`src/logic/ntt_field_pkg.sv`:
```
// ------------------------------------------------------------
// NTT coefficient field definitions
// ------------------------------------------------------------
`default_nettype none

package ntt_field_pkg;

    // Field of the lattice scheme, q = 2^23 - 2^13 + 1
    localparam int COEFF_W = 23;

    typedef logic [COEFF_W-1:0]   coeff_t;
    typedef logic [2*COEFF_W-1:0] prod_t;

    // Packed lanes, lane 0 in the low bits
    typedef logic [2*COEFF_W-1:0] coeff_pair_t;
    typedef logic [4*COEFF_W-1:0] coeff_quad_t;

    localparam coeff_t Q = 23'd8380417;

    // ------------------------------------------------------------
    // Barrett reduction, m = floor(2^k / q)
    // ------------------------------------------------------------
    localparam int BARRETT_K = 46;
    localparam logic [23:0] BARRETT_M = 24'd8396807;

endpackage

`default_nettype wire

```
`src/logic/ntt_mode_pkg.sv`:
```
// ------------------------------------------------------------
// NTT operation modes and latencies
// ------------------------------------------------------------
`default_nettype none

package ntt_mode_pkg;

    typedef enum logic [2:0] {
        ct  = 3'd0,
        gs  = 3'd1,
        pwm = 3'd2,
        pwa = 3'd3,
        pws = 3'd4
    } mode_t;

    // Pipeline depths in clock cycles
    localparam int MULT_LATENCY  = 3;
    localparam int BF_LATENCY    = 4;
    localparam int ADD_LATENCY   = 1;
    localparam int ARRAY_LATENCY = 2 * BF_LATENCY;

endpackage

`default_nettype wire

```
`src/logic/ntt_bf_if.sv`:
```
// ------------------------------------------------------------
// Butterfly operand bundle
// ------------------------------------------------------------
`timescale 1ns/1ps
`default_nettype none

interface ntt_bf_if;
    import ntt_field_pkg::*;
    import ntt_mode_pkg::*;

    // Sampled by the butterfly on every clock
    coeff_t u;
    coeff_t v;
    coeff_t w;
    mode_t  mode;
    logic   accumulate;

    modport src (
        output u,
        output v,
        output w,
        output mode,
        output accumulate
    );

    modport dst (
        input u,
        input v,
        input w,
        input mode,
        input accumulate
    );

endinterface

`default_nettype wire

```
`src/logic/ntt_butterfly.sv`:
```
// ------------------------------------------------------------
// NTT butterfly unit with point-wise modes
// ------------------------------------------------------------
`timescale 1ns/1ps
`default_nettype none

module ntt_butterfly (
    input  wire                   clk,
    input  wire                   reset_n,
    input  wire                   zeroize_i,
    ntt_bf_if.dst                 bf,
    output ntt_field_pkg::coeff_t u_o,
    output ntt_field_pkg::coeff_t v_o,
    output ntt_field_pkg::coeff_t pwo_o
);
    import ntt_field_pkg::*;
    import ntt_mode_pkg::*;

    // ------------------------------------------------------------
    // Modular add and subtract, inputs below q
    // ------------------------------------------------------------
    function automatic coeff_t mod_add(coeff_t a, coeff_t b);
        logic [COEFF_W:0] s;
        logic [COEFF_W:0] t;
        s = {1'b0, a} + {1'b0, b};
        t = s - {1'b0, Q};
        return (s >= {1'b0, Q}) ? t[COEFF_W-1:0] : s[COEFF_W-1:0];
    endfunction

    function automatic coeff_t mod_sub(coeff_t a, coeff_t b);
        logic [COEFF_W:0] d;
        logic [COEFF_W:0] t;
        d = {1'b0, a} - {1'b0, b};
        t = d + {1'b0, Q};
        return (a >= b) ? d[COEFF_W-1:0] : t[COEFF_W-1:0];
    endfunction

    // gs operands, registered one cycle ahead of the multiplier
    coeff_t w_r;
    coeff_t diff_r;

    // Carries u (ct), u + v (gs) or the accumulate term (pwm)
    coeff_t dl [MULT_LATENCY];
    coeff_t dl_in;

    coeff_t mult_a;
    coeff_t mult_b;
    coeff_t mult_p;

    coeff_t u_r;
    coeff_t v_r;
    coeff_t pwo_r;
    coeff_t pw_r;

    always_comb begin
        case (bf.mode)
            ct: begin
                mult_a = bf.w;
                mult_b = bf.v;
                dl_in  = bf.u;
            end
            gs: begin
                mult_a = w_r;
                mult_b = diff_r;
                dl_in  = mod_add(bf.u, bf.v);
            end
            pwm: begin
                mult_a = bf.u;
                mult_b = bf.v;
                dl_in  = bf.accumulate ? bf.w : '0;
            end
            default: begin
                mult_a = '0;
                mult_b = '0;
                dl_in  = '0;
            end
        endcase
    end

    ntt_mod_mult u_mult (
        .clk       (clk),
        .reset_n   (reset_n),
        .zeroize_i (zeroize_i),
        .a_i       (mult_a),
        .b_i       (mult_b),
        .p_o       (mult_p)
    );

    always_ff @(posedge clk or negedge reset_n) begin
        if (!reset_n) begin
            w_r    <= '0;
            diff_r <= '0;
            for (int i = 0; i < MULT_LATENCY; i++) begin
                dl[i] <= '0;
            end
        end else if (zeroize_i) begin
            w_r    <= '0;
            diff_r <= '0;
            for (int i = 0; i < MULT_LATENCY; i++) begin
                dl[i] <= '0;
            end
        end else begin
            w_r    <= bf.w;
            diff_r <= mod_sub(bf.u, bf.v);
            dl[0]  <= dl_in;
            for (int i = 1; i < MULT_LATENCY; i++) begin
                dl[i] <= dl[i-1];
            end
        end
    end

    // ------------------------------------------------------------
    // Output stage
    // ------------------------------------------------------------
    always_ff @(posedge clk or negedge reset_n) begin
        if (!reset_n) begin
            u_r   <= '0;
            v_r   <= '0;
            pwo_r <= '0;
            pw_r  <= '0;
        end else if (zeroize_i) begin
            u_r   <= '0;
            v_r   <= '0;
            pwo_r <= '0;
            pw_r  <= '0;
        end else begin
            // gs sum is already reduced, it only needs the last delay
            u_r   <= (bf.mode == ct) ? mod_add(dl[MULT_LATENCY-1], mult_p)
                                     : dl[MULT_LATENCY-1];
            v_r   <= mod_sub(dl[MULT_LATENCY-1], mult_p);
            pwo_r <= mod_add(mult_p, dl[MULT_LATENCY-1]);
            // Single-cycle add/subtract path
            pw_r  <= (bf.mode == pws) ? mod_sub(bf.u, bf.v) : mod_add(bf.u, bf.v);
        end
    end

    assign u_o = u_r;
    // gs product leaves the multiplier register directly
    assign v_o   = (bf.mode == gs) ? mult_p : v_r;
    assign pwo_o = (bf.mode inside {pwa, pws}) ? pw_r : pwo_r;

endmodule

`default_nettype wire

```
`src/logic/ntt_mod_mult.sv`:
```
// ------------------------------------------------------------
// Pipelined Barrett modular multiplier
// ------------------------------------------------------------
`timescale 1ns/1ps
`default_nettype none

module ntt_mod_mult (
    input  wire                  clk,
    input  wire                  reset_n,
    input  wire                  zeroize_i,
    input  ntt_field_pkg::coeff_t a_i,
    input  ntt_field_pkg::coeff_t b_i,
    output ntt_field_pkg::coeff_t p_o
);
    import ntt_field_pkg::*;

    prod_t  prod_r;
    coeff_t qhat_r;
    // Remainder is below 2q, so 24 low bits are enough
    logic [COEFF_W:0] lo_r;
    coeff_t p_r;

    logic [BARRETT_K+COEFF_W:0] bar_full;
    coeff_t                     qhat;
    prod_t                      qq;
    logic [COEFF_W:0]           rem;
    logic [COEFF_W:0]           rem_sub;
    coeff_t                     p_next;

    // Quotient estimate, never above the true quotient and at most one below
    always_comb begin
        bar_full = prod_r * BARRETT_M;
        qhat     = bar_full[BARRETT_K +: COEFF_W];
    end

    always_comb begin
        qq      = qhat_r * Q;
        rem     = lo_r - qq[COEFF_W:0];
        rem_sub = rem - {1'b0, Q};
        // Single correction step
        if (rem >= {1'b0, Q}) begin
            p_next = rem_sub[COEFF_W-1:0];
        end else begin
            p_next = rem[COEFF_W-1:0];
        end
    end

    always_ff @(posedge clk or negedge reset_n) begin
        if (!reset_n) begin
            prod_r <= '0;
            qhat_r <= '0;
            lo_r   <= '0;
            p_r    <= '0;
        end else if (zeroize_i) begin
            prod_r <= '0;
            qhat_r <= '0;
            lo_r   <= '0;
            p_r    <= '0;
        end else begin
            // Stage 1 full product
            prod_r <= a_i * b_i;
            // Stage 2 quotient estimate and low bits
            qhat_r <= qhat;
            lo_r   <= prod_r[COEFF_W:0];
            // Stage 3 reduced result
            p_r    <= p_next;
        end
    end

    assign p_o = p_r;

endmodule

`default_nettype wire

```
`src/flat_wrapper.sv`:
```
// flat-port wrapper written by rule: the top's interface ports become plain ports
module ntt_butterfly_flat import ntt_field_pkg::*; import ntt_mode_pkg::*;
  (clk, reset_n, zeroize_i, u_o, v_o, pwo_o, bf_u, bf_v, bf_w, bf_mode, bf_accumulate);
  ntt_bf_if bf_i ();
  input  wire clk;
  input  wire reset_n;
  input  wire zeroize_i;
  output ntt_field_pkg::coeff_t u_o;
  output ntt_field_pkg::coeff_t v_o;
  output ntt_field_pkg::coeff_t pwo_o;
  input wire logic [$bits(bf_i.u)-1:0] bf_u;
  input wire logic [$bits(bf_i.v)-1:0] bf_v;
  input wire logic [$bits(bf_i.w)-1:0] bf_w;
  input wire logic [$bits(bf_i.mode)-1:0] bf_mode;
  input wire logic [$bits(bf_i.accumulate)-1:0] bf_accumulate;
  assign bf_i.u = bf_u;
  assign bf_i.v = bf_v;
  assign bf_i.w = bf_w;
  assign bf_i.mode = bf_mode;
  assign bf_i.accumulate = bf_accumulate;
  ntt_butterfly u_core (.clk(clk), .reset_n(reset_n), .zeroize_i(zeroize_i), .bf(bf_i), .u_o(u_o), .v_o(v_o), .pwo_o(pwo_o));
endmodule
```
`config.mk`:
```
export PLATFORM = sky130hd
export DESIGN_NAME = ntt_butterfly_flat
export DESIGN_NICKNAME = d
export VERILOG_FILES = /design/src/logic/ntt_field_pkg.sv /design/src/logic/ntt_mode_pkg.sv /design/src/logic/ntt_bf_if.sv /design/src/logic/ntt_butterfly.sv /design/src/logic/ntt_mod_mult.sv /design/src/flat_wrapper.sv
export SDC_FILE = /design/constraint.sdc
export NUM_CORES = 2
export LEC_CHECK = 0
export BUFFER_PORTS_ARGS = -buffer_cell sky130_fd_sc_hd__buf_2
export CAP_MARGIN = 0
export CORE_MARGIN = 2
export CORE_UTILIZATION = 65
export CTS_BUF_LIST = sky130_fd_sc_hd__clkbuf_16
export CTS_CLUSTER_DIAMETER = 150
export CTS_CLUSTER_SIZE = 28
export DETAILED_ROUTE_END_ITERATION = 16
export GPL_TIMING_DRIVEN = 0
export PLACE_DENSITY = 0.9
export SLEW_MARGIN = 20
export SYNTH_ARGS = -nofsm -noshare
export SYNTH_HDL_FRONTEND = slang
export SYNTH_SLANG_ARGS = --single-unit
```
`constraint.sdc`:
```
create_clock -name clk -period 19.7 [get_ports clk]
set_input_delay 3.94 -clock clk [delete_from_list [all_inputs] [get_ports clk]]
set_output_delay 3.94 -clock clk [all_outputs]
set_load 0.005 [all_outputs]
```
# After elaboration in Yosys (flattened, before gate mapping)
# Cells that the tools add are included.
# classes
n_addsub	10
mul	3
div	0
n_lt_le_gt_ge	5
eq_ne	4
shift	0
mux	24
bitwise	0
reduce_logical	3
# op_table
op	n
$mux W23	18
$pmux W23 S3	2
$ge A24 B23 Y1 const B	3
$mul A46 B24 Y69 const B	1
$mux W69	1
$sub A23 B23 Y23 const B	3
$add A23 B23 Y24	2
$add A23 B23 Y23 const B	2
$ge A23 B23 Y1	2
$mul A23 B23 Y46	1
$mux W46	1
$pmux W23 S2	1
$sub A23 B23 Y23	2
$mul A23 B23 Y24 const B	1
$mux W24	1
$sub A24 B24 Y24	1
$eq A3 B2 Y1 const B	2
$eq A3 B1 Y1 const B	1
$eq A3 B3 Y1 const B	1
$logic_not A3 Y1	1
$reduce_bool A2 Y1	1
$reduce_or A2 Y1	1
# totals
ff_bits	323
latchBits	0
mem_bits_rw	0
rom_bits	0
input_bits	76
output_inout_bits	69
word_cells	62
memories	0

# Longest topological paths before layout
# logic_depth
depth_word	5
ltp_mapped	34
mapped_depth_nobuf	31

# Hierarchy
# A second synthesis with hierarchy kept.
# hier_totals
cells_unflattened	5497
area_unflattened_um2	49506.2
# modules_own_cells
module	instances	cells_each	area_per_inst_um2
ntt_mod_mult	1	3487	32258.4
ntt_butterfly	1	2010	17247.8

# Least setup slack after synthesis
# No wires, ideal clock.
# synth_path
path_kind	input to register
start	in bf_mode[0]
end	reg u_core.u_mult.prod_r[41]
arrival_time_ns	11.888
setup_slack_ns	7.681
stages	30
path_buffers	5
cell_sequence	clkbuf_1 buf_1 nor3b_1 clkbuf_1 clkbuf_1 a22o_1 clkbuf_1 nand2_1 fa_1 fa_1 fa_1 fa_1 inv_1 fa_1 fa_1 inv_1 fa_1 inv_1 ha_1 a21o_1 a21oi_1 nor2b_1 nor4_1 o32ai_1 or2_2 a31oi_1 o311ai_0 a41oi_1 xor2_1 nor2_1
# synth_between
elab_chain_cells	5
# synth_lines
element	line	rtl
from (decl)	flat_wrapper.sv:14	input wire logic [$bits(bf_i.mode)-1:0] bf_mode;
$eq A3 B2 Y1 / $logic_not A3 Y1 (equally long branches)	ntt_butterfly.sv:56	case (bf.mode)
$reduce_or A2 Y1 (no source line)	n/a	
$pmux W23 S2	ntt_butterfly.sv:56	
$mul A23 B23 Y46 *	ntt_mod_mult.sv:61	prod_r <= a_i * b_i;
$mux W46 *	ntt_mod_mult.sv:54	end else if (zeroize_i) begin
to (signal assigned)	ntt_mod_mult.sv:61	
to (decl)	ntt_mod_mult.sv:17	prod_t prod_r;
# Every way passes the cells marked *; elsewhere a longest branch is shown, timed or not.

# Worst setup path in the final report
# layout_path
start	in bf_mode[0]
end	reg u_core.u_mult.prod_r[43]
# Same word-level chain as after synthesis.

==> flow_metrics.env <==
export IMPL_outcome="completed"
export IMPL_yosysSeqAreaShare_pct=17.0
export IMPL_vias_per_cell=6.32
export IMPL_clockRootBuffer="clkbuf_16"
export IMPL_clk_pin_slew_worst_paths_ps=110
export IMPL_grt_first_pass_wirelength_um=235000
export IMPL_ir_drop_v=0.00185
export IMPL_synthCells=5322
export IMPL_drv_cap=0
export IMPL_rr_startpoint="u_core.w_r[13]"
export IMPL_syn_to_final_growth_pct=5.27
export IMPL_cp_start_kind="primary input"
export IMPL_io_pins=145
export IMPL_critPathKind="in2reg"
export IMPL_ys_ff_latch=323
export IMPL_grt_overflow=0
export IMPL_r2r_end="u_core.u_mult.prod_r[43]"
export IMPL_port_buffers=143
export IMPL_crit_top_cell="fa_1"
export IMPL_total_power_mw=9.24
export IMPL_routed_wl_um=155000
export IMPL_cts_resized=0
export IMPL_numCtsBuffers=15
export IMPL_syn_nets=6577
export IMPL_ys_types=91
export IMPL_gp_congestion=1.05
export IMPL_end_kind="flip-flop"
export IMPL_slowest_delay_ps=800
export IMPL_period_share_pct=73.2
export IMPL_netlist_area_mm2=0.0477
export IMPL_yosysWarnings=0
export IMPL_grt_use_met2_pct=64.5
export IMPL_drtIter0Drc=4222
export IMPL_grt_use_total_pct=41.3
export IMPL_ant_nets=0
export IMPL_clock_skew_ps=40.5
export IMPL_final_max_slew_viol_count=0
export IMPL_dr_pass1_iters=6
export IMPL_cp_slowest_cell="clkbuf_1"
export IMPL_rsz0062_at_grt="no"
export IMPL_postSynthAreaPerCell_um2=8.96
export IMPL_ctsHoldBuffers=0
export IMPL_synth_edf_count=0
export IMPL_avgRoutedWirePerCell_um=24.0
export IMPL_clk_latency_ps=570
export IMPL_fin_setup_tns_ps=0
export IMPL_static_leakage_power_nw=25.1
export IMPL_fmax_mhz=69.4
export IMPL_cts_tree="built"
export IMPL_hpwl_um=129000
export IMPL_die_area_mm2=0.0755
export IMPL_slew_headroom_pct=16.6
export IMPL_grtUsageMet1_pct=53.3
export IMPL_layout_cells_non_filler=6456
export IMPL_r2r_cells=27
export IMPL_hp_class="reg2reg"
export IMPL_antenna_found_initial=6
export IMPL_start_util_pct=65.5
export IMPL_htree_levels=1
export IMPL_nets=6748
export IMPL_die_height_um=275
export IMPL_async_flop_share_pct=100
export IMPL_finalSetupViolCount=0
export IMPL_vias=40800
export IMPL_cts_buffer_depth=3
export IMPL_p_per_area_mw_per_mm2=184
export IMPL_synthFlopType="dfrtp_1"
export IMPL_drive_above_1_share_pct=5.44
export IMPL_worst_pin_slew_ps=1250
export IMPL_drc=0
export IMPL_final_area_mm2=0.0502
export IMPL_fin_crit_ps=14420
export IMPL_endpoint="u_core.u_mult.prod_r[43]"
export IMPL_placed_cells=6435
export IMPL_grt_max_degree=103
export IMPL_met3_usage_pct=9.00
export IMPL_clkSinkCount=323
export IMPL_hold_violations=0
export IMPL_critPathArrivalTime_ps=14800
export IMPL_fp_coreArea_mm2=0.0728
export IMPL_crit_required_ps=20090
export IMPL_r2r_slack_ps=9970
export IMPL_rows=99
export IMPL_worstSetupStartpoint="bf_mode[0]"
export IMPL_die_x_um=275
export IMPL_top_usage_layer="met2"
export IMPL_grt_pass1_vias=41300
export IMPL_cp_max_fo=10
export IMPL_cts_setup_buffers=0
export IMPL_dpl_instance_area_mm2=0.0498
[per-stage QoR]
step                setup slack (ps)  utilization [%]  hold WS [ps]
finish                          5280             68.9           450
global route                    4980             68.9           483
CTS                             5670             68.9           470
detailed placement              5130             68.3           446
global placement                5380             68.1           443
floorplan                       7680                -           439
[final cells by class]
type                       instances  area (µm²)
tap                              959        1200
multi-input combinational       3942       35600
buffer                           214         846
clock buffer                      15         375
fill                            5628       22600
antenna                            2        5.00
sequential                       323        8080
inverter                         843        3160
clock inverter                     4        27.5
timing repair buffer             154         875
[where the power goes]
group / internal, mW / switching (mW) / total (mW)
clock network: 0.142 / 0.227 / 0.369
registers: 0.797 / 0.130 / 0.926
logic: 2.92 / 5.02 / 7.94
total: 3.86 / 5.38 / 9.24
[critical path, delay by kind of cell]
kind / cells / cell delay (ps)
AND/OR/NAND/NOR: 6 / 1210
XOR/XNOR: 1 / 220
adder cells (fa/ha/maj): 8 / 3970
AO/OA/AOI/OAI: 7 / 2410
buffers and inverters: 8 / 3030
[kinds of logic after synthesis]
kind of cell | count (synthesis) | share of synthesized area, %
and+or+nand+nor | 1653 | 16.6
adders and majority gates | 1179 | 40.3
buffers and inverters | 1057 | 8.41
AOI/OAI and AO/OA | 778 | 11.3
DFF | 323 | 17.0
xor gates and xnor gates | 243 | 4.46
muxes | 89 | 2.00
[synth_stat cells (22+ instances only)]
cell type / instances / area share, %
nand3_1: 75 / 0.79
and2_1: 30 / 0.39
o31ai_1: 23 / 0.36
nor2b_1: 157 / 2.1
a21o_1: 75 / 1.2
nand2b_1: 63 / 0.83
nor3b_1: 29 / 0.46
nand4_1: 49 / 0.64
clkbuf_1: 184 / 1.4
fa_1: 597 / 25
or3_1: 34 / 0.45
a22oi_1: 39 / 0.61
nor2_1: 514 / 4.0
dfrtp_1: 323 / 17
mux2_2: 50 / 1.2
o21ai_0: 116 / 1.2
xor2_1: 81 / 1.5
xnor2_1: 162 / 3.0
inv_1: 838 / 6.6
o211ai_1: 22 / 0.35
o21a_1: 28 / 0.44
and3_1: 40 / 0.52
ha_1: 582 / 15
nor3_1: 84 / 0.88
mux2i_1: 38 / 0.80
nor4_1: 34 / 0.45
a21oi_1: 190 / 2.0
nand2_1: 455 / 3.6
a211oi_1: 41 / 0.65
or2_2: 29 / 0.38
a22o_1: 25 / 0.46
[state kept, by name, summed over array words and instances (netlist names)]
name                  count
u_core.diff_r            23
u_core.dl                69
u_core.pw_r              23
u_core.pwo_r             23
u_core.u_mult.lo_r       24
u_core.u_mult.p_o        23
u_core.u_mult.prod_r     46
u_core.u_mult.qhat_r     23
u_core.u_o               23
u_core.v_r               23
u_core.w_r               23
[how the worst min path moves through the flow]
stage	from	endpoint	slack, ps	depth (start not counted)
final	u_core.dl[45]	u_core.dl[22]	450	1
after CTS	u_core.dl[25]	u_core.dl[2]	470	1
after global placement	u_core.dl[32]	u_core.dl[9]	440	1
after detailed placement	u_core.dl[61]	u_core.dl[38]	450	1
after floorplan	u_core.dl[23]	u_core.dl[0]	440	1
after global routing	u_core.dl[25]	u_core.dl[2]	480	1
[layer usage]
| layer | share of wire [%] | vias up |
|---|---|---|
| met4 | 7.3 | 2 |
| met1 | 38 | 20000 |
| li1 | - | 17700 |
| met5 | 0.0084 | - |
| met3 | 11 | 641 |
| met2 | 44 | 2398 |
[placed cells by master, fill, tap and decap left out, types with 15 or more instances in the layout]
master / count
inv_1: 838
fa_1: 597
ha_1: 582
nor2_1: 513
nand2_1: 455
dfrtp_1: 323
a21oi_1: 190
clkbuf_1: 182
xnor2_1: 162
nor2b_1: 157
buf_2: 149
o21ai_0: 116
nor3_1: 83
xor2_1: 81
a21o_1: 75
nand3_1: 75
nand2b_1: 63
mux2_2: 50
nand4_1: 49
a211oi_1: 41
and3_1: 40
mux2i_1: 38
a22oi_1: 36
or3_1: 34
nor4_1: 34
and2_1: 30
or2_2: 29
o21a_1: 28
nor3b_1: 28
a22o_1: 25
o31ai_1: 23
o211ai_1: 22
o22ai_1: 20
buf_1: 19
a31oi_1: 19
a21boi_0: 19
o21bai_1: 18
clkbuf_16: 15
Note: power is estimated with default switching activity, not from simulation.
